<file path="src/cache_pkg.sv">
package cache_pkg;

  // Sizes
  localparam int word_bits       = 32;
  localparam int words_per_block = 4;
  localparam int offset_bits     = $clog2(words_per_block);    // 2
  localparam int num_sets        = 16;
  localparam int index_bits      = $clog2(num_sets);           // 4
  localparam int num_ways        = 4;
  localparam int way_bits        = $clog2(num_ways);
  localparam int age_bits        = 2;
  localparam int age_oldest      = (1 << age_bits) - 1;        // LRU candidate age
  localparam int tag_bits        = word_bits - index_bits - offset_bits; // 26, word address
  localparam int block_bits      = word_bits * words_per_block; // 128

  typedef logic [word_bits-1:0]   word_t;
  typedef logic [block_bits-1:0]  block_t;
  typedef logic [tag_bits-1:0]    tag_t;
  typedef logic [index_bits-1:0]  index_t;
  typedef logic [offset_bits-1:0] offset_t;
  typedef logic [age_bits-1:0]    age_t;
  typedef logic [num_ways-1:0]    way_mask_t; // One bit per way
  typedef logic [way_bits-1:0]    way_idx_t;

  // Per-line bookkeeping, 30 bits
  typedef struct packed {
    logic valid;
    logic dirty;
    age_t age;   // 0 is most recently used
    tag_t tag;
  } line_meta_t;

  typedef line_meta_t [num_ways-1:0] meta_set_t; // All ways of one set
  typedef block_t [num_ways-1:0]     data_set_t;

  // Word address split as the cache sees it
  typedef struct packed {
    tag_t    tag;
    index_t  index;
    offset_t offset;
  } word_addr_t;

  typedef struct packed {
    tag_t   tag;
    index_t index;
  } blk_addr_t;

  typedef struct packed {
    logic       write; // 1 = store, 0 = load
    word_addr_t addr;
    word_t      wdata;
  } cpu_req_t;

  typedef struct packed {
    word_t rdata;
  } cpu_resp_t;

  typedef struct packed {
    logic      write; // 1 = write-back, 0 = fill
    blk_addr_t addr;
    block_t    block;
  } mem_req_t;

  typedef enum logic [2:0] {
    idle,
    lookup,
    evict,
    allocate,
    update
  } cache_state_t;

endpackage
</file>
<file path="src/cpu_req_stage.sv">
`timescale 1ns/1ps

// Holds the accepted CPU request for the whole transaction
module cpu_req_stage (
  input  logic                clk,
  input  logic                rst_n,
  input  logic                accept,     // valid && ready
  input  cache_pkg::cpu_req_t cpu_req,
  output cache_pkg::tag_t     req_tag,
  output cache_pkg::index_t   req_index,
  output cache_pkg::offset_t  req_offset,
  output logic                req_write,
  output cache_pkg::word_t    req_wdata
);
  import cache_pkg::*;

  cpu_req_t held_q;

  always_ff @(posedge clk) begin
    if (accept) begin
      held_q <= cpu_req;
    end
  end

  assign req_tag    = held_q.addr.tag;
  assign req_offset = held_q.addr.offset;
  assign req_write  = held_q.write;
  assign req_wdata  = held_q.wdata;

  // Index bypasses the register in the accept cycle
  // so both arrays start their read on the accept edge
  assign req_index = accept ? cpu_req.addr.index : held_q.addr.index;

  // CPU must present a fully known request when it is taken
  assert property (@(posedge clk) disable iff (!rst_n)
    accept |-> !$isunknown(cpu_req))
    else $error("cpu_req_stage: X on cpu_req at accept");

endmodule

</file>
<file path="config.mk">
export PLATFORM = sky130hd
export DESIGN_NAME = cpu_req_stage
export DESIGN_NICKNAME = d
export VERILOG_FILES = /design/src/cache_pkg.sv /design/src/cpu_req_stage.sv
export SDC_FILE = /design/constraint.sdc
export NUM_CORES = 1
export LEC_CHECK = 0
export ABC_AREA = 1
export CAP_MARGIN = 10
export CORE_MARGIN = 10
export CORE_UTILIZATION = 40
export CTS_CLUSTER_DIAMETER = 100
export DETAILED_ROUTE_END_ITERATION = 12
export DONT_BUFFER_PORTS = 1
export PLACE_DENSITY = 0.52
export SYNTH_ARGS = -nofsm -noshare
export SYNTH_HDL_FRONTEND = slang
export SYNTH_SLANG_ARGS = --single-unit
</file>
<file path="constraint.sdc">
create_clock -name clk -period 0.99 [get_ports clk]
set_input_delay 0.198 -clock clk [delete_from_list [all_inputs] [get_ports clk]]
set_output_delay 0.198 -clock clk [all_outputs]
set_load 0.02 [all_outputs]
</file>
## After elaboration in Yosys (flattened, before gate mapping)

Cells that the tools add are included.

- Divide/modulo/power cells: 0
- Order comparisons: 0
- Bitwise operators: 0
- Multiply operators: 0
- $add $sub $neg: 0
- Reduce and logical (&&, ||, !) cells: 0
- Equality and inequality tests: 0
- Shifts and indexed selects: 0
- Multiplexer cells: 1

Operators by type and width:

| operator | count |
|---|---|
| 4-bit 2-to-1 mux | 1 |

- Memories: 0
- Memory bits (read-only): 0
- Bits in latches: 0
- Input port bits: 68
- Logic and storage cells: 6
- Register bits after elaboration: 65
- Memory bits (writable): 0

## Longest topological paths before layout

- Depth after elaboration: 1
- Depth in mapped cells: 3

## Worst setup path after synthesis

Ideal clock, no wire load.

- Path type: reg-to-output
- Start point: register held_q[34] (netlist bit)
- End point: output req_index[0]
- Cell stages (with the launch flop): 3
- Path buffers: 0
- Data required time: 792 ps
- Arrival: 526 ps
- Setup slack: 266 ps
- Cells stage by stage: edfxtp_1 -> nand2_1 -> nand2_1

- Longest elaborated chain between the ends: 1

Ends and longest elaborated chain:

| element | RTL line | source |
|---|---|---|
| from (decl) | cpu_req_stage.sv:17 | `cpu_req_t held_q;` |
| from (signal assigned) | cpu_req_stage.sv:21 | `held_q <= cpu_req;` |
| 4-bit 2-to-1 mux | cpu_req_stage.sv:32 | `assign req_index = accept ? cpu_req.addr.index : held_q.addr.index;` |
| to (decl) | cpu_req_stage.sv:10 | `output cache_pkg::index_t req_index,` |

No other way between the ends.

## Final worst setup path

- Start point: register held_q[37] (netlist bit)
- End point: output req_index[3]

The elaborated chain is that of the path after synthesis.

==> results.txt <==
----------------------------------------------------
[STA]
  Tightest Pin Transition ... roughly 0.24 ns
  Highest clock rate ... 0.926 GHz
  Final-layout worst hold slack ... -0.0182 ns
  Minimum clock period ... 1.08 ns
  Count of final max-slew check failures ... 0
  Final sum of negative setup slack ... -1.55 ns
  Worst slew slack as a fraction of its limit ... 84.0%
  Count of endpoints failing setup in the final report ... 65
  Minimum setup slack in the final design ... -0.0894 ns
  Number of hold-slack violations in the final timing report ... 34
  Unrepaired setup endpoints after global routing ... true
  Fin crit share ... 109%

[Worst setup path]
  Data arrival at the endpoint of the critical path ... 0.88 ns
  Gate family responsible for the most delay along the worst path ... flip-flops
  Slowest library cell on the worst path ... edfxtp_1
  Maximum fanout along the worst path ... 1
  Critical Path, Cell by Cell ... nand2_1 > nand2_2
  Critical Path End Type ... output pin
  Critical Path Max Stage Delay ... 0.36 ns
  Crit Path Category ... flip-flop to output pin
  Critical path launch point type ... flip-flop
  Buffering stage count on the worst path with inverters included ... 0
  Endpoint required time on the critical path ... 0.79 ns

[Clock network]
  CTS root buffer ... clkbuf_8
  Clock-pin slew of the registers on the worst-case setup and hold paths ... 0.06 ns
  Number of H-tree levels ... 3
  Number of buffers inserted by post-CTS setup repair ... 0
  Hold-fix buffer count after cts ... 65
  Number of sinks handled by clock tree synthesis ... 65
  Number of buffers added by the clock tree synthesis step ... 9
  Clock tree from TritonCTS ... built
  Maximum buffer depth of the clock tree ... 2

[Yosys]
  Sequential element share of the synthesized area ... 79.6%
  Number of warnings printed during yosys synthesis ... 0
  List of most frequent post-synthesis cells ... edfxtp_1, buf_4, nand2_1
  Leading post-synthesis cells by cell area ... edfxtp_1, buf_4, nand2_1, inv_2
  Most repeated cell in the gate-level netlist after synthesis ... edfxtp_1
  Synth area leader ... edfxtp_1
  Netlist Area Pre-Place ... ~0.0025 mm2
  Proportion of netlist area held by the largest area contributor ... 79.6%
  Share of synthesized registers carrying an async set or reset ... 0%
  Most instantiated flip-flop cell in the synthesis netlist ... edfxtp_1
  Gate Count Post-Synth ... about 140
  Number of flops mapped to enable cells by yosys ... 65
  Synthesized netlist net count ... 206
  Count of state elements after synthesis ... 65
  Synthesized area divided by synthesized cell count ... 17.8 um2
  Netlist cell types ... 4

[Final layout]
  Post-layout net count ... around 220
  P&R area growth vs syn ... 18.4%
  Fraction of final layout cells sized beyond drive strength 1 ... 8.86%
  Antenna Diode Count ... 0
  Fill cell total of the finished layout ... between 500 and 600

[Power and ir drop]
  Post-route total power ... approximately 5.6 mW
  Seq pwr share ... 64.5%
  Switching part of the total power ... between 20% and 30%
  Leakage power of the design ... 1.02 nW
  Clock power share ... 31.0%
  Power density over the cells ... 1950 mW/mm2
  Pint ... 4.36 mW
  Net switching component of the power ... 1.28 mW
  Share of total power in combinational logic ... 4.5%
  Worst vdd rail ir drop ... 0.953 mV

[Place]
  IO buf count ... 0
  Routability-driven placement congestion ratio ... 0.614
  Detailed placement HPWL ... 3350 um

[Floorplanning]
  Die Ht ... 98.3 um
  Core region area ... about 0.0059 mm2
  Num ports ... 133
  Die ar. ... 0.00966 mm2
  Cell row count ... 28
  Initial core utilization ... 41.4%
  Die Wd ... 98.3 um

[Outcome]
  Run status ... complete, but fails checks
  Failing checks ... hold timing, setup timing

[Hold path]
  Tightest Hold Check Type ... primary input to flip-flop
  Cell depth of the worst min-delay path ... 0
  Hold path start ... accept
  End of the worst hold path ... req_wdata[7]

[Routing]
  Via count ... 1019
  DR iter-0 viols ... 50
  Via density per instance ... 4.37
  Residual antenna-violating net count after detailed routing ... 0
  Remaining design rule violation count ... 0
  First-pass iteration count of the detailed router ... 3
  Aggregate routed wire length ... ~5000 um
  Drt wl/cell ... roughly 22 um

[GRT]
  Initial antenna violation count ... 0
  Remaining Overflow, GRT ... 0
  Number of global-route vias before repair ... ~1200
  Total Routing Usage GR ... between 10% and 20%
  Largest net degree at the start of global routing ... between 70 and 80
  Global-route wire length before repair ... 7370 um

[Flow run]
  Max capacitance violation total ... 0

----------------------------------------------------
kinds of logic (layout without fill, tap and decap cells):
| family | Yosys count | count (layout) | share of synthesized area [%] |
|---|---|---|---|
| DFF | 65 | 65 | 79.6 |
| and+or+nand+nor | 12 | 12 | 1.84 |
| buffers and inverters | 61 | 81 | 18.5 |
cell usage in the layout (no fill, tap or decap):
| master | count |
|---|---|
| clkbuf_1 | 5 |
| clkbuf_8 | 9 |
| nand2_2 | 4 |
| edfxtp_1 | 65 |
| dlygate4sd3_1 | 65 |
| inv_2 | 1 |
| clkinv_1 | 1 |
| nand2_1 | 8 |
cell type report:
cell class                 instances  area (um2)  area share (%)
clock inverter                     1        3.75           0.129
sequential                        65        1950            67.3
clock buffer                      14         143            4.92
inverter                           1        3.75           0.129
timing repair buffer              65         651            22.4
tap                               75        93.8            3.23
multi-input combinational         12        55.1            1.90
power by group through the flow:
stage / Sequential, mW / Combinational, mW / Clock [mW]
floorplan: 3.38 / 0.560 / 0
global placement: 3.71 / 0.0387 / 0
detailed placement: 3.71 / 0.0399 / 0
CTS: 3.65 / 0.254 / 1.81
global route: 3.66 / 0.277 / 1.99
finish: 3.64 / 0.256 / 1.75
state kept, by name, summed over array words and instances (netlist names):
register / count
req_tag: 26
req_offset: 2
held_q: 4
req_wdata: 32
req_write: 1
worst max-delay path by stage:
stage | cells after the start | startpoint | slack, ns | end
2_1_floorplan | 2 | held_q[34] | 0.27 | req_index[0]
3_3_place_gp | 2 | held_q[36] | 0.23 | req_index[2]
3_5_place_dp | 2 | held_q[37] | 0.22 | req_index[3]
4_1_cts | 2 | held_q[37] | -0.11 | req_index[3]
5_1_grt | 2 | held_q[35] | -0.16 | req_index[1]
6_report | 2 | held_q[37] | -0.09 | req_index[3]
per-layer routing:
metal | vias to the layer above | GRT usage (%) | wire length (um)
met2 | 80 | 16.3 | 2570
met4 | 0 | 5.29 | 57
li1 | 453 | - | -
met1 | 480 | 9.10 | 1670
met3 | 6 | 8.74 | 753
met5 | - | 0 | 0
per-stage QoR:
step | area (um2) | std cells | setup slack (ns) | util [%]
after global routing | 2900 | 233 | -0.157 | 49.0
after CTS | 2900 | 233 | -0.109 | 49.0
final | 2900 | 233 | -0.0894 | 49.0
after detailed placement | 2090 | 153 | 0.217 | 35.4
after floorplan | 2450 | 138 | 0.266 | -
after global placement | 2090 | 153 | 0.232 | 35.4
what timing repair did:
item | in CTS | in global routing
setup endpoints to repair | 65 | 65
pin swaps | 4 | 2
endpoints found under the hold margin | 130 | 65
gates resized for setup | 4 | 0
Power figures use the tool's default switching activity.
