## src/cache_pkg.sv

```systemverilog
package cache_pkg;

  // Sizes
  localparam int word_bits       = 32;
  localparam int words_per_block = 4;
  localparam int offset_bits     = $clog2(words_per_block);    // 2
  localparam int num_sets        = 16;
  localparam int index_bits      = $clog2(num_sets);           // 4
  localparam int num_ways        = 4;
  localparam int way_bits        = $clog2(num_ways);
  localparam int age_bits        = 2;
  localparam int age_oldest      = (1 << age_bits) - 1;        // LRU candidate age
  localparam int tag_bits        = word_bits - index_bits - offset_bits; // 26, word address
  localparam int block_bits      = word_bits * words_per_block; // 128

  typedef logic [word_bits-1:0]   word_t;
  typedef logic [block_bits-1:0]  block_t;
  typedef logic [tag_bits-1:0]    tag_t;
  typedef logic [index_bits-1:0]  index_t;
  typedef logic [offset_bits-1:0] offset_t;
  typedef logic [age_bits-1:0]    age_t;
  typedef logic [num_ways-1:0]    way_mask_t; // One bit per way
  typedef logic [way_bits-1:0]    way_idx_t;

  // Per-line bookkeeping, 30 bits
  typedef struct packed {
    logic valid;
    logic dirty;
    age_t age;   // 0 is most recently used
    tag_t tag;
  } line_meta_t;

  typedef line_meta_t [num_ways-1:0] meta_set_t; // All ways of one set
  typedef block_t [num_ways-1:0]     data_set_t;

  // Word address split as the cache sees it
  typedef struct packed {
    tag_t    tag;
    index_t  index;
    offset_t offset;
  } word_addr_t;

  typedef struct packed {
    tag_t   tag;
    index_t index;
  } blk_addr_t;

  typedef struct packed {
    logic       write; // 1 = store, 0 = load
    word_addr_t addr;
    word_t      wdata;
  } cpu_req_t;

  typedef struct packed {
    word_t rdata;
  } cpu_resp_t;

  typedef struct packed {
    logic      write; // 1 = write-back, 0 = fill
    blk_addr_t addr;
    block_t    block;
  } mem_req_t;

  typedef enum logic [2:0] {
    idle,
    lookup,
    evict,
    allocate,
    update
  } cache_state_t;

endpackage
```

## src/set_array.sv

```systemverilog
`timescale 1ns/1ps

// Ways x sets storage, whole set read out one cycle after the index
module set_array #(
  parameter type entry_t = logic
) (
  input  logic                                clk,
  input  logic                                rst_n,
  input  cache_pkg::index_t                   rd_index,
  output entry_t [cache_pkg::num_ways-1:0]    rd_ways,
  input  cache_pkg::index_t                   wr_index,
  input  cache_pkg::way_mask_t                wr_mask,
  input  entry_t [cache_pkg::num_ways-1:0]    wr_ways
);
  import cache_pkg::*;

  entry_t [num_ways-1:0] sets_q [num_sets]; // One row per set

  always_ff @(posedge clk or negedge rst_n) begin
    if (!rst_n) begin
      for (int s = 0; s < num_sets; s++) begin
        sets_q[s] <= '0; // Every line invalid, age 0
      end
      rd_ways <= '0;
    end else begin
      rd_ways <= sets_q[rd_index]; // Old contents on a same-edge write
      for (int w = 0; w < num_ways; w++) begin
        if (wr_mask[w]) begin
          sets_q[wr_index][w] <= wr_ways[w];
        end
      end
    end
  end

  // A masked write must name a known set
  assert property (@(posedge clk) disable iff (!rst_n)
    (wr_mask != '0) |-> !$isunknown(wr_index))
    else $error("set_array: write to unknown index");

endmodule

```

## config.mk

```make
export PLATFORM = sky130hd
export DESIGN_NAME = set_array
export DESIGN_NICKNAME = d
export VERILOG_FILES = /design/src/cache_pkg.sv /design/src/set_array.sv
export SDC_FILE = /design/constraint.sdc
export NUM_CORES = 1
export LEC_CHECK = 0
export BUFFER_PORTS_ARGS = -buffer_cell sky130_fd_sc_hd__clkbuf_2
export CAP_MARGIN = 20
export CORE_MARGIN = 10
export CORE_UTILIZATION = 33
export DETAILED_ROUTE_END_ITERATION = 6
export HOLD_SLACK_MARGIN = 0.1
export PLACE_DENSITY_LB_ADDON = 0.25
export SLEW_MARGIN = 15
export SYNTH_ARGS = -nofsm -noshare
export SYNTH_HDL_FRONTEND = slang
export SYNTH_SLANG_ARGS = --single-unit
```

## constraint.sdc

```tcl
create_clock -name clk -period 1.3 [get_ports clk]
set_input_delay 0.065 -clock clk [delete_from_list [all_inputs] [get_ports clk]]
set_output_delay 0.065 -clock clk [all_outputs]
set_load 0.02 [all_outputs]
```

### After elaboration in Yosys (flattened, before gate mapping)

Index checks and enable logic that the tools add are counted.

* register bits after elaboration: 68
* input bits: 18
* output and inout bits: 4
* logic and storage cells: 42

* order comparisons: 3
* muxes and demuxes: 19
* bitwise operators: 2
* reductions and logical operators: 1

Operators by type and width (count)
* $bwmux 64: 4
* $mux 64: 4
* $demux 4 s4: 4
* $bmux 4 s4: 1
* $mux 4: 3
* $ge 5x5->1 const B: 2
* $not 4->5: 2
* $lt 5x1->1 const B: 1
* $mux 3: 1
* $mux 2: 1
* $logic_and 1x1->1: 1
* $mux 1: 1

### Depth between registers and ports, before layout

Gate-level depths: netlist of run 1.

* depth in word-level cells: 13
* depth in mapped cells: 5
* gate-level depth less buffers: 3

### Worst setup path before layout of run 1

OpenSTA, ideal clock, no wires.

* path type: input-to-reg
* from: input rd_index[0]
* to: register rd_ways[1] in the netlist's numbering
* setup time: 0.127 ns
* arrival time: 1.074 ns
* required time: 1.173 ns
* path slack: 0.099 ns
* stages on the path: 5
* buffers on the path: 2
* path through: buf_6 buf_6 mux4_2 a22oi_1 nand3_1

* cells in the longest elaborated chain, start to end: 4

Ends and longest elaborated chain
* start: declaration: RTL line set_array.sv:9 `input cache_pkg::index_t rd_index,`
* $not 4->5 (implied by the code): RTL line set_array.sv:26 `rd_ways <= sets_q[rd_index];`
* $bmux 4 s4: RTL line set_array.sv:26
* $mux 4 (implied by the code) (2 in series): RTL line set_array.sv:26
* end signal: assignment: RTL line set_array.sv:26
* end: declaration: RTL line set_array.sv:10 `output entry_t [cache_pkg::num_ways-1:0] rd_ways,`

Every way passes these cells. The select of a mux whose other input is x is not followed.

### Worst setup path in the final report of run 1

* from: register sets_q[52] in the netlist's numbering
* to: register rd_ways[0] in the netlist's numbering

* cells in the longest elaborated chain, start to end: 3

Ends and longest elaborated chain
* start: declaration: RTL line set_array.sv:17 `entry_t [num_ways-1:0] sets_q [num_sets];`
* start signal: indexed assignment: RTL line set_array.sv:29 `sets_q[wr_index][w] <= wr_ways[w];`
* $bmux 4 s4: RTL line set_array.sv:26
* $mux 4 (implied by the code) (2 in series): RTL line set_array.sv:26

Every way passes these cells. The select of a mux whose other input is x is not followed.

==> results_dict.tcl, run 1 <==
set metrics [dict create \
    h-tree-depth 3 \
    ys.flop_type "dfrtp_1" \
    yosys_register_bits 68 \
    place.gp.congestion 0.789 \
    drv_slew 0 \
    worstPathMaxFanout 2 \
    dieHeight_um 124 \
    utilization_pct 40.6 \
    postSynthCellCount 267 \
    final_cell_area_sq_um 4230 \
    hpwl_um 5960 \
    synthArstFlopShare_pct 100 \
    arrival_ns 1.49 \
    synth_edf_count 0 \
    core_area_sq_um 10400 \
    grt_max_degree 69 \
    cp-start-kind "register" \
    via_per_inst 5.01 \
    grt_remaining_overflow 0 \
    ys_seq_area_share_pct 47.9 \
    hold_class "input port to register" \
    syn_area_per_cell_sq_um 13.3 \
    die_w_um 124 \
    grt_pass1_wl_um 14200 \
    drv_cap 0 \
    reg2reg_slack_ns 0.03 \
    insertedDiodeCount 0 \
    hold_ws_ns 0.193 \
    r2r_cells 3 \
    fmax_mhz 789 \
    syn_area_sq_um 3550 \
    grt.total_usage_pct 12.4 \
    clock_skew_ns 0.00985 \
    finalNonFillerCells 455 \
    period_minus_slack_ns 1.27 \
    synth_common_cells "dfrtp_1 (68), nand2_1 (68), mux2_2 (33)" \
    fin_ws_ns 0.0326 \
    rr_startpoint "sets_q[52]" \
    synth_warnings 0 \
    drt_iter0_drc 141 \
    slew_headroom_pct 71.4 \
    endpoint_kind "register" \
    dpl_cell_area_sq_um 3970 \
    cts_root_buf "clkbuf_8" \
    holdPathStages 2 \
    rr_endpoint "rd_ways[0]" \
    clock_path_buffers 2 \
    synth_area_leaders "dfrtp_1 (48%), mux2_2 (10%), mux4_2 (10%)" \
    synthDominantCellAreaShare_pct 47.9 \
    drc 0 \
    firstDrtPassIters 4 \
    synth_nets 285 \
    clock_sinks 68 \
    area_growth_pct 19.1 \
    wl_per_cell_um 19.6 \
    synthDistinctLibCells 24 \
    cts_tree "built" \
    crit_type "register to register" \
    min_to "sets_q[13]" \
    cts_buffers 9 \
    dpl.cell_count 435 \
    ir_worst_vdd_mv 0.520 \
    final.setup.tns_ns 0 \
    antenna_found_initial 0 \
    via_count 2281 \
    ant_nets 0 \
    rsz0062_at_grt "yes" \
    io_pins 22 \
    cp.required_ns 1.52 \
    dpl_worst_slack_ns -0.172 \
    power_density_nw_per_um2 1410 \
    final_nets 332 \
    hold_violations 0 \
    worst_pin_slew_ns 0.429 \
    wl_um 8930 \
    grt_pass1_vias 2427 \
    outcome "finished, final reports clean" \
    initial_core_util_pct 34.1 \
    synth_area_leader_cell "dfrtp_1" \
    io_buffers 21 \
    fp-row-count 37 \
    die-area_sq_um 15300 \
    holdCritStartpoint "wr_ways[1]" \
    power_leakage_nw 1.85 \
    setup_viol 0 \
    insertion_delay_ns 0.35 \
    period_share_pct 97.5 \
    p_total_mw 5.96 \
    fillers 993 \
    drive_above_1_share_pct 47.3 \
    clk_pin_slew_ns 0.08 \
]
## area by class of cell
class,instances,area [sq um],area share [%]
clock inverters,4,47.5,1.12
clock buffers,12,155,3.67
repair buffers,56,413,9.75
well taps,136,170,4.02
multi-input cells,179,1750,41.2
flip-flops and latches,68,1700,40.2
## cells in the final DEF (no fill, tap or decap), types with 3 or more instances in the layout
master	netlist	final
dfrtp_1	68	68
buf_12	0	3
and4b_1	3	3
mux2_1	12	12
mux2_4	19	19
and4bb_4	3	3
nand2_1	68	68
nand3_1	8	8
nor4b_2	3	3
dlygate4sd3_1	0	3
clkbuf_2	2	20
mux2_2	33	33
clkbuf_8	0	11
buf_4	1	29
a22oi_2	0	4
mux4_2	16	16
## layer usage
metal	part of all wire, %	up-vias	GRT usage [%]
met3	4.9	14	3.57
met2	43	62	17.4
met5	0	-	0
li1	-	1045	-
met4	1.8	0	4.00
met1	50	1160	17.8
## how the worst max path moves through the flow
stage | startpoint | to | slack [ns]
floorplan | rd_index[0] | rd_ways[1] | 0.1
global placement | wr_index[2] | sets_q[46] | -0.13
detailed placement | wr_index[2] | sets_q[46] | -0.17
CTS | sets_q[49] | rd_ways[1] | 0.008
global route | sets_q[48] | rd_ways[0] | -0.03
finish | sets_q[52] | rd_ways[0] | 0.03
## worst max-delay path, cell delays in order (launching register included)
cell and delay, ns:
dfrtp_1 0.40, mux4_2 0.49, a22oi_2 0.17, nand3_1 0.09
## sequential cells by signal (all words and copies together) (netlist names)
signal and cells:
sets_q 64, rd_ways 4
## kinds of logic after synthesis
family	Yosys count	synth area share, %
DFF	68	47.9
AOI/OAI and AO/OA	4	0.845
and+or+nand+nor	95	15.3
muxes	80	32.4
buffers and inverters	20	3.59
## where the power goes
part	leakage (nW)	switching [mW]	internal, mW	total, mW
registers	0.835	0.261	2.61	2.87
clock network	0.102	0.836	0.986	1.82
logic	0.916	0.494	0.774	1.27
## timing repair
| item | 4_1_cts | 5_1_grt |
|---|---|---|
| hold endpoints to repair | 72 | 0 |
| setup endpoints to repair | 1 | 4 |
| resized for setup | 1 | 3 |
| pin swaps | 1 | 3 |
| buffers inserted | 0 | 1 |
| hold buffers | 3 | 0 |
(Power assumes the default switching activity.)
==> inputs of run 2 (changes only) <==
--- a/config.mk
+++ b/config.mk
@@ -12,7 +12,8 @@
 export DETAILED_ROUTE_END_ITERATION = 6
 export HOLD_SLACK_MARGIN = 0.1
 export PLACE_DENSITY_LB_ADDON = 0.25
-export SLEW_MARGIN = 15
+export RECOVER_POWER = 25
+export SLEW_MARGIN = 40
 export SYNTH_ARGS = -nofsm -noshare
 export SYNTH_HDL_FRONTEND = slang
 export SYNTH_SLANG_ARGS = --single-unit
==> results_dict.tcl, run 2 (synthesized netlist as in run 1, its figures left out) <==
set metrics [dict create \
    fmax_mhz 789 \
    ant_nets 0 \
    io_buffers 21 \
    initial_core_util_pct 34.1 \
    area_growth_pct 18.7 \
    wl_per_cell_um 19.6 \
    firstDrtPassIters 4 \
    cp-start-kind "register" \
    biggestRegsByFlops "sets_q x64, rd_ways x4" \
    grt_max_degree 69 \
    rr_startpoint "sets_q[52]" \
    wl_um 8930 \
    holdCritStartpoint "wr_ways[0]" \
    worstPathMaxFanout 2 \
    hold_ws_ns 0.193 \
    hold_class "input port to register" \
    power_leakage_nw 1.85 \
    via_count 2308 \
    arrival_ns 1.49 \
    slew_headroom_pct 35.5 \
    cp_slowest_cell "mux4_2" \
    via_per_inst 5.07 \
    place.gp.congestion 0.789 \
    crit_path_max_incr_delay_ns 0.49 \
    die-area_sq_um 15300 \
    endpoint_kind "register" \
    grt_remaining_overflow 0 \
    clock_skew_ns 0.0101 \
    io_pins 22 \
    grt.total_usage_pct 12.4 \
    cts_buffers 9 \
    drt_iter0_drc 163 \
    outcome "finished, final reports clean" \
    core_area_sq_um 10400 \
    r2r_cells 3 \
    largest_register_ffs 64 \
    cts_root_buf "clkbuf_8" \
    clock_path_buffers 2 \
    cts_tree "built" \
    min_to "sets_q[40]" \
    drive_above_1_share_pct 47.3 \
    grt_pass1_vias 2427 \
    crit_type "register to register" \
    clk_pin_slew_ns 0.08 \
    drv_slew 0 \
    insertion_delay_ns 0.35 \
    utilization_pct 40.5 \
    final_nets 332 \
    h-tree-depth 3 \
    path_cells "mux4_2, a22oi_2, nand3_1" \
    insertedDiodeCount 0 \
    power_density_nw_per_um2 1410 \
    die_w_um 124 \
    holdPathStages 2 \
    rr_endpoint "rd_ways[0]" \
    worst_pin_slew_ns 0.967 \
    grt_pass1_wl_um 14200 \
    drv_cap 0 \
    hpwl_um 5960 \
    regMostFlops "sets_q" \
    period_minus_slack_ns 1.27 \
    rsz0062_at_grt "yes" \
    final_cell_mix "nand2_1 (68), dfrtp_1 (68), mux2_2 (33), buf_4 (29), clkbuf_2 (20)" \
    final.setup.tns_ns 0 \
    setup_viol 0 \
    dieHeight_um 124 \
    period_share_pct 97.5 \
    fp-row-count 37 \
    reg2reg_slack_ns 0.03 \
    clock_sinks 68 \
    cp.required_ns 1.53 \
    ir_worst_vdd_mv 0.518 \
    hold_violations 0 \
    drc 0 \
    antenna_found_initial 0 \
]
-- run 2: per-layer routing --
layer | vias up | share of wire [%] | track usage [%]
li1 | 1048 | - | -
met1 | 1202 | 50 | 17.8
met2 | 44 | 45 | 17.4
met3 | 14 | 3.9 | 3.57
met4 | 0 | 1.8 | 4.00
met5 | - | 0 | 0
-- run 2: per-stage QoR --
stage / area [sq um] / power (mW) / instances / setup slack, ns
2_1_floorplan: 3550 / 3.73 / 267 / 0.0994
3_3_place_gp: 3970 / 4.11 / 435 / -0.127
3_5_place_dp: 3970 / 4.15 / 435 / -0.172
4_1_cts: 4210 / 5.99 / 454 / 0.00764
5_1_grt: 4220 / 6.26 / 455 / -0.0316
6_report: 4220 / 5.95 / 455 / 0.0327
-- run 2: area by class of cell --
class,instances,area [sq um]
clock buffers,12,155
fillers,994,6200
repair buffers,56,400
clock inverters,4,47.5
flip-flops and latches,68,1700
well taps,136,170
multi-input cells,179,1750
-- run 2: worst max-delay path: cells and delay by family, from the launching register on --
family,cells,cell delay [ns]
mux,1,0.49
flops,1,0.40
compound gates,1,0.17
simple gates,1,0.09
-- run 2: worst max-delay path by stage --
stage	startpoint	to	slack [ns]
final	sets_q[52]	rd_ways[0]	0.03
after global routing	sets_q[48]	rd_ways[0]	-0.03
after CTS	sets_q[49]	rd_ways[1]	0.008
after global placement	wr_index[2]	sets_q[46]	-0.13
after detailed placement	wr_index[2]	sets_q[46]	-0.17
after floorplan	rd_index[0]	rd_ways[1]	0.1
-- run 2: repair_timing --
action / 4_1_cts / 5_1_grt
buffers inserted: 0 / 1
resized for setup: 1 / 3
pin swaps: 1 / 3
setup endpoints to repair: 1 / 4
endpoints found under the hold margin: 72 / 0
hold buffers: 3 / 0
-- run 2: power breakdown --
part | switching [mW] | leakage [nW] | internal, mW
combinational | 0.492 | 0.912 | 0.769
clock | 0.836 | 0.102 | 0.986
sequential | 0.261 | 0.835 | 2.61
