## src/cache_pkg.sv

```systemverilog
package cache_pkg;

  // Sizes
  localparam int word_bits       = 32;
  localparam int words_per_block = 4;
  localparam int offset_bits     = $clog2(words_per_block);    // 2
  localparam int num_sets        = 16;
  localparam int index_bits      = $clog2(num_sets);           // 4
  localparam int num_ways        = 4;
  localparam int way_bits        = $clog2(num_ways);
  localparam int age_bits        = 2;
  localparam int age_oldest      = (1 << age_bits) - 1;        // LRU candidate age
  localparam int tag_bits        = word_bits - index_bits - offset_bits; // 26, word address
  localparam int block_bits      = word_bits * words_per_block; // 128

  typedef logic [word_bits-1:0]   word_t;
  typedef logic [block_bits-1:0]  block_t;
  typedef logic [tag_bits-1:0]    tag_t;
  typedef logic [index_bits-1:0]  index_t;
  typedef logic [offset_bits-1:0] offset_t;
  typedef logic [age_bits-1:0]    age_t;
  typedef logic [num_ways-1:0]    way_mask_t; // One bit per way
  typedef logic [way_bits-1:0]    way_idx_t;

  // Per-line bookkeeping, 30 bits
  typedef struct packed {
    logic valid;
    logic dirty;
    age_t age;   // 0 is most recently used
    tag_t tag;
  } line_meta_t;

  typedef line_meta_t [num_ways-1:0] meta_set_t; // All ways of one set
  typedef block_t [num_ways-1:0]     data_set_t;

  // Word address split as the cache sees it
  typedef struct packed {
    tag_t    tag;
    index_t  index;
    offset_t offset;
  } word_addr_t;

  typedef struct packed {
    tag_t   tag;
    index_t index;
  } blk_addr_t;

  typedef struct packed {
    logic       write; // 1 = store, 0 = load
    word_addr_t addr;
    word_t      wdata;
  } cpu_req_t;

  typedef struct packed {
    word_t rdata;
  } cpu_resp_t;

  typedef struct packed {
    logic      write; // 1 = write-back, 0 = fill
    blk_addr_t addr;
    block_t    block;
  } mem_req_t;

  typedef enum logic [2:0] {
    idle,
    lookup,
    evict,
    allocate,
    update
  } cache_state_t;

endpackage
```

## src/mem_port.sv

```systemverilog
`timescale 1ns/1ps

// Memory side request register with valid/ready handshake
module mem_port (
  input  logic                 clk,
  input  logic                 rst_n,
  input  logic                 start_write,
  input  logic                 start_read,
  input  cache_pkg::tag_t      victim_addr,
  input  cache_pkg::block_t    victim_block,
  input  cache_pkg::blk_addr_t req_addr,     // Block address of the CPU request
  output logic                 mem_req_valid,
  output cache_pkg::mem_req_t  mem_req,
  input  logic                 mem_ready,
  input  cache_pkg::block_t    mem_rdata,
  output logic                 done,
  output cache_pkg::block_t    fill_block
);

  assign done = mem_req_valid && mem_ready;

  always_ff @(posedge clk or negedge rst_n) begin
    if (!rst_n) begin
      mem_req_valid <= 1'b0;
    end else if (start_write || start_read) begin
      mem_req_valid <= 1'b1;
    end else if (done) begin
      mem_req_valid <= 1'b0;
    end
  end

  always_ff @(posedge clk) begin
    if (start_write) begin
      mem_req.write      <= 1'b1;
      mem_req.addr.tag   <= victim_addr;   // Victim lives in the request's set
      mem_req.addr.index <= req_addr.index;
      mem_req.block      <= victim_block;
    end else if (start_read) begin
      mem_req.write <= 1'b0;
      mem_req.addr  <= req_addr;
      mem_req.block <= '0;
    end
    if (done && !mem_req.write) begin
      fill_block <= mem_rdata; // Read data arrives with ready
    end
  end

  // Request must not move while memory stalls
  assert property (@(posedge clk) disable iff (!rst_n)
    (mem_req_valid && !mem_ready) |=> (mem_req_valid && $stable(mem_req)))
    else $error("mem_port: request changed under back-pressure");

endmodule

```

## config.mk

```make
export PLATFORM = sky130hd
export DESIGN_NAME = mem_port
export DESIGN_NICKNAME = d
export VERILOG_FILES = /design/src/cache_pkg.sv /design/src/mem_port.sv
export SDC_FILE = /design/constraint.sdc
export NUM_CORES = 1
export LEC_CHECK = 0
export BUFFER_PORTS_ARGS = -buffer_cell sky130_fd_sc_hd__buf_2
export CAP_MARGIN = 5
export CORE_AREA = 4 4 235 237
export DETAILED_ROUTE_END_ITERATION = 7
export DIE_AREA = 0 0 239 241
export GPL_TIMING_DRIVEN = 1
export HOLD_SLACK_MARGIN = 0.12
export PLACE_DENSITY = 0.47
export SYNTH_ARGS = -nofsm -noshare
export SYNTH_HDL_FRONTEND = slang
export SYNTH_SLANG_ARGS = --single-unit
```

## constraint.sdc

```tcl
create_clock -name clk -period 19 [get_ports clk]
set_clock_uncertainty 0.15 [all_clocks]
set_input_delay 3.8 -clock clk [delete_from_list [all_inputs] [get_ports clk]]
set_output_delay 3.8 -clock clk [all_outputs]
set_load 0.1 [all_outputs]
```

# After elaboration in Yosys (flattened, before gate mapping)
# Cells that the tools add are included.
# Widths: inputs -> output; s select.
[totals]
in_bits = 317
ff_bits = 288
output_inout_bits = 289
[classes]
n_reduce_logical = 6
n_mux = 4
[ops]
columns = ["operator", "n"]
rows = [
  ["$mux 158", 2],
  ["$reduce_bool 2->1", 2],
  ["$logic_and 1x1->1", 2],
  ["$mux 1", 2],
  ["$logic_not 1->1", 1],
  ["$logic_or 1x1->1", 1],
]

# Depth between registers and ports, before layout
# Gate-level depths: netlist of run 1.
[depth]
depth_word = 3
mapped_depth = 3

# Least setup slack after synthesis of run 1
# Ideal clock, no wire load.
[synth_timing]
path_type = "input -> register"
startpoint = "in mem_ready"
endpoint = "reg fill_block[0] (enable)"
path_slack_ns = 7.931
setup_time_ns = 0.629
cell_stages = 2
t_required_ns = 18.221
t_arrival_ns = 10.289
cell_sequence = "and2_1 > nor2b_1"
[synth_between]
elab_chain_len = 2
[synth_lines]
columns = ["item", "line_no", "text"]
rows = [
  ["start, declared", "mem_port.sv:14", "input logic mem_ready,"],
  ["$logic_and 1x1->1", "mem_port.sv:20", "assign done = mem_req_valid && mem_ready;"],
  ["$logic_and 1x1->1", "mem_port.sv:43", "if (done && !mem_req.write) begin"],
  ["end signal, assigned", "mem_port.sv:44", "fill_block <= mem_rdata;"],
  ["end, declared", "mem_port.sv:17", "output cache_pkg::block_t fill_block"],
]
# No other way between the ends.
# A chain may end at the register's enable or synchronous reset.

# Worst setup path after layout of run 1
[layout_timing]
startpoint = "in mem_ready"
endpoint = "out done"
[layout_between]
elab_chain_len = 1
[layout_lines]
columns = ["item", "line_no", "text"]
rows = [
  ["$logic_and 1x1->1", "mem_port.sv:20", ""],
  ["end, declared", "mem_port.sv:16", "output logic done,"],
]
# No other way between the ends.

==> flow_metrics.py, run 1 <==
metrics = {
    "run_status": {
        "outcome": "complete, no violations",
    },
    "setup_path": {
        "r2r_end": "fill_block[114]",
        "r2r_start": "mem_req_valid",
        "endpoint_kind": "primary output",
        "start_kind": "primary input",
        "worstPathCellList": "buf_2, and2_1, buf_2",
        "reg2regPathDepth": 3,
        "cp.arrival_ps": 4610,
        "required_ps": 15050,
        "rrSetupSlack_ps": 16410,
        "cp_max_fo": 2,
        "slowest_delay_ps": 510,
        "path_buf_inv": 2,
        "worst-setup-path-type": "in -> out",
        "path_delay_family": "buffers and inverters",
        "cp_common_cell": "buf_2",
        "crit_slowest_cell": "buf_2",
    },
    "timing": {
        "period_needed_ps": 8558,
        "relSlewSlack_pct": 29.36,
        "setup_viol": 0,
        "worst_pin_slew_ps": 1060,
        "setup_ws_ps": 10440,
        "fin_crit_sh_pct": 45.04,
        "finalHoldViolCount": 0,
        "drv_slew": 0,
        "fmax_mhz": 116.9,
        "rsz0062_at_grt": "no",
        "setup-tns-final_ps": 0,
    },
    "cells_and_area": {
        "drive_gt1_share_pct": 61.09,
        "final_cells": 1818,
        "fin_util_pct": 27.88,
        "fin_nets": 1413,
        "area_growth_pct": 49.33,
        "final_common_cell": "buf_2",
        "layout_common_cells": "buf_2 (604), edfxtp_1 (286), and2_1 (129)",
    },
    "synth": {
        "syn_inst": 466,
        "synthesis.area_um2": 9948,
        "yosys.area.top_type": "edfxtp_1",
        "ys_seq_area_share_pct": 86.78,
        "ys_seq_elements": 288,
        "synthTopCellsByArea": "edfxtp_1 (86%), and2_1 (8.1%), mux2_4 (3.0%), mux2_2 (0.68%), buf_2 (0.45%)",
        "ys_warn_count": 0,
        "ys_types": 15,
        "synth.net_count": 783,
        "syn-mean-instance-area_um2": 21.35,
        "synth_top_area_share_pct": 86.33,
    },
    "floorplanning": {
        "die-width_um": 239,
        "rows": 85,
        "coreArea_um2": 53280,
        "ios": 606,
        "die_h_um": 241,
        "dieArea_um2": 57600,
        "start_util_pct": 18.67,
    },
    "placement": {
        "dp_cells": 1756,
        "portBuffers": 605,
        "finalWeightedCongestion": 0.7547,
        "hpwl_mm": 27.28,
        "post-place-ws_ps": 10390,
    },
    "power_and_ir_drop": {
        "intPower_mw": 1.178,
        "p_sw_share_pct": 34.84,
        "p_per_area_nw_per_um2": 121.7,
        "p_seq_share_pct": 42.1,
        "peakVddDrop_mv": 0.05571,
        "leakage_nw": 6.395,
        "p_switching_uw": 629.6,
        "p_clk_share_pct": 34.3,
        "pwr-share-comb_pct": 23.6,
    },
    "job": {
        "cap_violations": 0,
    },
    "clock_tree": {
        "path_clk_slew_ps": 60,
        "cts_resized": 0,
        "clock_latency_ps": 510,
        "cts_max_path_buffers": 3,
        "clock-root-buffer": "clkbuf_16",
        "post_cts_buffers": 0,
        "cts-htree-levels": 2,
        "tritoncts": "yes",
        "ctsHoldBuffers": 0,
        "cts.sinks": 288,
        "cts_buffers": 34,
    },
    "global_route": {
        "grt_max_degree": 85,
        "grt_pass1_vias": 7046,
        "grt_pass1_wl_mm": 46.82,
        "globalRouteOverflowTotal": 0,
        "gr-usage-all-layers_pct": 11.15,
        "antenna_found_initial": 21,
    },
    "drt": {
        "ant_nets": 0,
        "vias": 6603,
        "avgViaCountPerCell": 3.632,
        "drc": 0,
        "detail_route.wl_per_cell_um": 19.16,
        "routed_wl_mm": 34.82,
        "drtPass1Iterations": 4,
        "drt_iter0_markers": 284,
    },
    "hold_path": {
        "hp-class": "reg -> reg",
        "hold-path-endpoint": "mem_req_valid",
        "hold_depth": 1,
        "holdCritStartpoint": "mem_req_valid",
    },
}
## synthesized netlist by cell type
library cell,count
mux2_4,20
a21o_1,2
clkbuf_2,3
mux2_2,6
dfrtp_1,1
buf_6,3
clkbuf_1,1
buf_4,1
nor2b_1,1
dfxtp_1,1
edfxtp_1,286
buf_2,9
and2_1,129
inv_1,2
or2_1,1
## power by group through the flow
| stage | logic, mW | registers, mW | clock network, mW |
|---|---|---|---|
| after global routing | 0.439 | 0.765 | 0.673 |
| after floorplan | 0.0299 | 1.09 | 0 |
| final | 0.426 | 0.761 | 0.620 |
| after global placement | 0.430 | 0.774 | 0 |
| after detailed placement | 0.431 | 0.775 | 0 |
| after CTS | 0.431 | 0.763 | 0.649 |
## routing by layer
layer / vias up / track usage (%) / share of wire [%]
met5: - / 0 / 0.18
met4: 12 / 3.200 / 2.7
met3: 77 / 5.942 / 13
met2: 431 / 20.76 / 52
met1: 3089 / 10.66 / 32
li1: 2994 / - / -
## kinds of logic after synthesis
| group | after synthesis | share of synthesized area (%) |
|---|---|---|
| AOI/OAI and AO/OA | 2 | 0.1509 |
| DFF | 288 | 86.78 |
| muxes | 26 | 3.698 |
| buffers and inverters | 19 | 1.132 |
| and+or+nand+nor | 131 | 8.238 |
## sequential cells by signal, summed over array words and instances (netlist names)
register / cells
mem_req: 159
fill_block: 128
mem_req_valid: 1
## area by class of cell
class / instances / area, µm²
multi-input combinational: 159 / 1212
clock buffer: 43 / 948.4
sequential: 288 / 8633
antenna: 4 / 10.01
timing repair buffer: 611 / 3075
tap: 696 / 870.8
fill: 5558 / 38430
inverter: 2 / 7.507
clock inverter: 15 / 97.59
## worst max path at each step
| stage | to | cells past startpoint | start |
|---|---|---|---|
| 6_report | done | 3 | mem_ready |
| 5_1_grt | done | 3 | mem_ready |
| 4_1_cts | done | 3 | mem_ready |
| 3_5_place_dp | done | 3 | mem_ready |
| 3_3_place_gp | done | 3 | mem_ready |
| 2_1_floorplan | fill_block[0] | 2 | mem_ready |
## metrics by stage
step | area [µm²] | hold WS, ps | power (mW)
2_1_floorplan | 9948 | 816.0 | 1.117
3_3_place_gp | 13800 | 388.3 | 1.204
3_5_place_dp | 13800 | 388.5 | 1.206
4_1_cts | 14850 | 403.8 | 1.842
5_1_grt | 14850 | 423.5 | 1.877
6_report | 14860 | 400.2 | 1.807
Note: power is estimated with default switching activity, not from simulation.
==> run 2, diff against run 1 <==
--- a/config.mk
+++ b/config.mk
@@ -7,12 +7,12 @@
 export LEC_CHECK = 0
 export BUFFER_PORTS_ARGS = -buffer_cell sky130_fd_sc_hd__buf_2
 export CAP_MARGIN = 5
-export CORE_AREA = 4 4 235 237
+export CORE_AREA = 4 4 233 235
 export DETAILED_ROUTE_END_ITERATION = 7
-export DIE_AREA = 0 0 239 241
+export DIE_AREA = 0 0 237 239
 export GPL_TIMING_DRIVEN = 1
 export HOLD_SLACK_MARGIN = 0.12
-export PLACE_DENSITY = 0.47
+export PLACE_DENSITY = 0.49
 export SYNTH_ARGS = -nofsm -noshare
 export SYNTH_HDL_FRONTEND = slang
 export SYNTH_SLANG_ARGS = --single-unit
==> constraint.sdc (replaced) <==
create_clock -name clk -period 7.32 [get_ports clk]
set_clock_uncertainty 0.15 [all_clocks]
set_input_delay 1.464 -clock clk [delete_from_list [all_inputs] [get_ports clk]]
set_output_delay 1.464 -clock clk [all_outputs]
set_load 0.1 [all_outputs]
==> flow_metrics.py, run 2 (synthesis gave the netlist of run 1 again) <==
metrics = {
    "setup_path": {
        "crit_slowest_cell": "buf_2",
        "cp.arrival_ps": 2130,
        "cp_max_fo": 2,
        "worst-setup-path-type": "in -> out",
        "reg2regPathDepth": 3,
        "rrSetupSlack_ps": 4840,
        "r2r_end": "fill_block[87]",
        "slowest_delay_ps": 430,
        "path_buf_inv": 2,
        "required_ps": 5710,
        "cp_common_cell": "buf_2",
        "worstPathCellList": "buf_2, and2_1, buf_2",
        "r2r_start": "mem_req_valid",
        "start_kind": "primary input",
        "endpoint_kind": "primary output",
        "path_delay_family": "buffers and inverters",
    },
    "cells_and_area": {
        "layout_common_cells": "buf_2 (604), edfxtp_1 (286), and2_1 (129)",
        "final_cells": 1809,
        "drive_gt1_share_pct": 61.26,
        "largest_reg_flops": 159,
        "fin_nets": 1411,
        "top_regs": "mem_req x159, fill_block x128, mem_req_valid x1",
        "area_growth_pct": 49.09,
        "area.sequential_um2": 8633,
        "multiInputGateArea_um2": 1212,
        "fin_util_pct": 28.39,
        "final_cell_area_um2": 14830,
        "num-fill-cells": 5378,
        "final_common_cell": "buf_2",
        "top_register": "mem_req",
    },
    "floorplanning": {
        "dieArea_um2": 56640,
        "rows": 84,
        "coreArea_um2": 52240,
        "start_util_pct": 19.05,
        "die-width_um": 237,
        "ios": 606,
        "die_h_um": 239,
    },
    "drt": {
        "ant_nets": 0,
        "routed_wl_mm": 32.55,
        "drt_iter0_markers": 230,
        "vias": 6539,
        "avgViaCountPerCell": 3.615,
        "detail_route.wl_per_cell_um": 17.99,
        "drtPass1Iterations": 4,
        "drc": 0,
    },
    "job": {
        "cap_violations": 0,
    },
    "clock_tree": {
        "clock_latency_ps": 520,
        "clock-root-buffer": "clkbuf_16",
        "tritoncts": "yes",
        "cts_resized": 0,
        "path_clk_slew_ps": 50,
        "cts-htree-levels": 2,
        "ctsHoldBuffers": 0,
        "cts_buffers": 34,
        "cts_max_path_buffers": 3,
        "post_cts_buffers": 0,
        "cts.sinks": 288,
    },
    "global_route": {
        "antenna_found_initial": 16,
        "grt_pass1_wl_mm": 44.67,
        "grt_pass1_vias": 6907,
        "globalRouteOverflowTotal": 0,
        "grt_max_degree": 133,
        "gr-usage-all-layers_pct": 10.65,
    },
    "hold_path": {
        "hold-path-endpoint": "mem_req_valid",
        "hold_depth": 1,
        "hp-class": "reg -> reg",
        "holdCritStartpoint": "mem_req_valid",
    },
    "placement": {
        "dp_cells": 1746,
        "placed_cell_area_um2": 13790,
        "hpwl_mm": 25.28,
        "finalWeightedCongestion": 0.8137,
        "portBuffers": 605,
        "post-place-ws_ps": 3524,
    },
    "power_and_ir_drop": {
        "finalPower_mw": 4.657,
        "p_sw_share_pct": 34.89,
        "p_switching_mw": 1.625,
        "leakage_nw": 6.376,
        "peakVddDrop_mv": 0.1648,
        "p_seq_share_pct": 42.5,
        "p_clk_share_pct": 33.9,
        "p_per_area_nw_per_um2": 314.0,
        "pwr-share-comb_pct": 23.7,
        "intPower_mw": 3.032,
    },
    "timing": {
        "worst_pin_slew_ps": 979.6,
        "fmax_mhz": 267.1,
        "fin_crit_sh_pct": 51.15,
        "period_needed_ps": 3744,
        "drv_slew": 0,
        "setup_ws_ps": 3576,
        "setup_viol": 0,
        "holdWs_ps": 412.3,
        "rsz0062_at_grt": "no",
        "finalHoldViolCount": 0,
        "setup-tns-final_ps": 0,
        "relSlewSlack_pct": 34.69,
    },
    "run_status": {
        "outcome": "complete, no violations",
    },
}
==> run 2: area by class of cell <==
type	instances	area share (%)
Sequential cell	288	58.21
Timing Repair Buffer	609	20.72
Multi-Input combinational cell	159	8.174
Clock buffer	38	5.838
Tap cell	688	5.804
Clock inverter	19	1.105
Antenna cell	6	0.1012
Inverter	2	0.05062
==> run 2: worst max-delay path by stage <==
| stage | start | depth (start not counted) | to |
|---|---|---|---|
| floorplan | mem_ready | 2 | fill_block[0] |
| global placement | start_write | 3 | mem_req[70] |
| detailed placement | start_write | 3 | mem_req[70] |
| CTS | mem_ready | 3 | done |
| global route | mem_ready | 3 | done |
| finish | mem_ready | 3 | done |
==> run 2: power groups by stage <==
stage                     sequential [mW]  clock [mW]  combinational (mW)
final                                1.98        1.58                1.10
after global placement               2.01           0                1.11
after global routing                 1.99        1.72                1.13
after floorplan                      2.82           0              0.0776
after detailed placement             2.01           0                1.11
after CTS                            1.98        1.66                1.11
==> run 2: worst register-to-register path, stage by stage (launching register included) <==
cell and delay [ps]:
dfrtp_1 400, and2_1 180, nor2b_4 530, buf_4 750
==> run 2: per-layer routing <==
layer / vias to the layer above / track usage [%] / wire (µm)
met4: 12 / 3.397 / 824
met2: 406 / 20.00 / 17400
li1: 2995 / - / -
met5: - / 0 / 78
met3: 59 / 5.238 / 3849
met1: 3067 / 10.15 / 10390
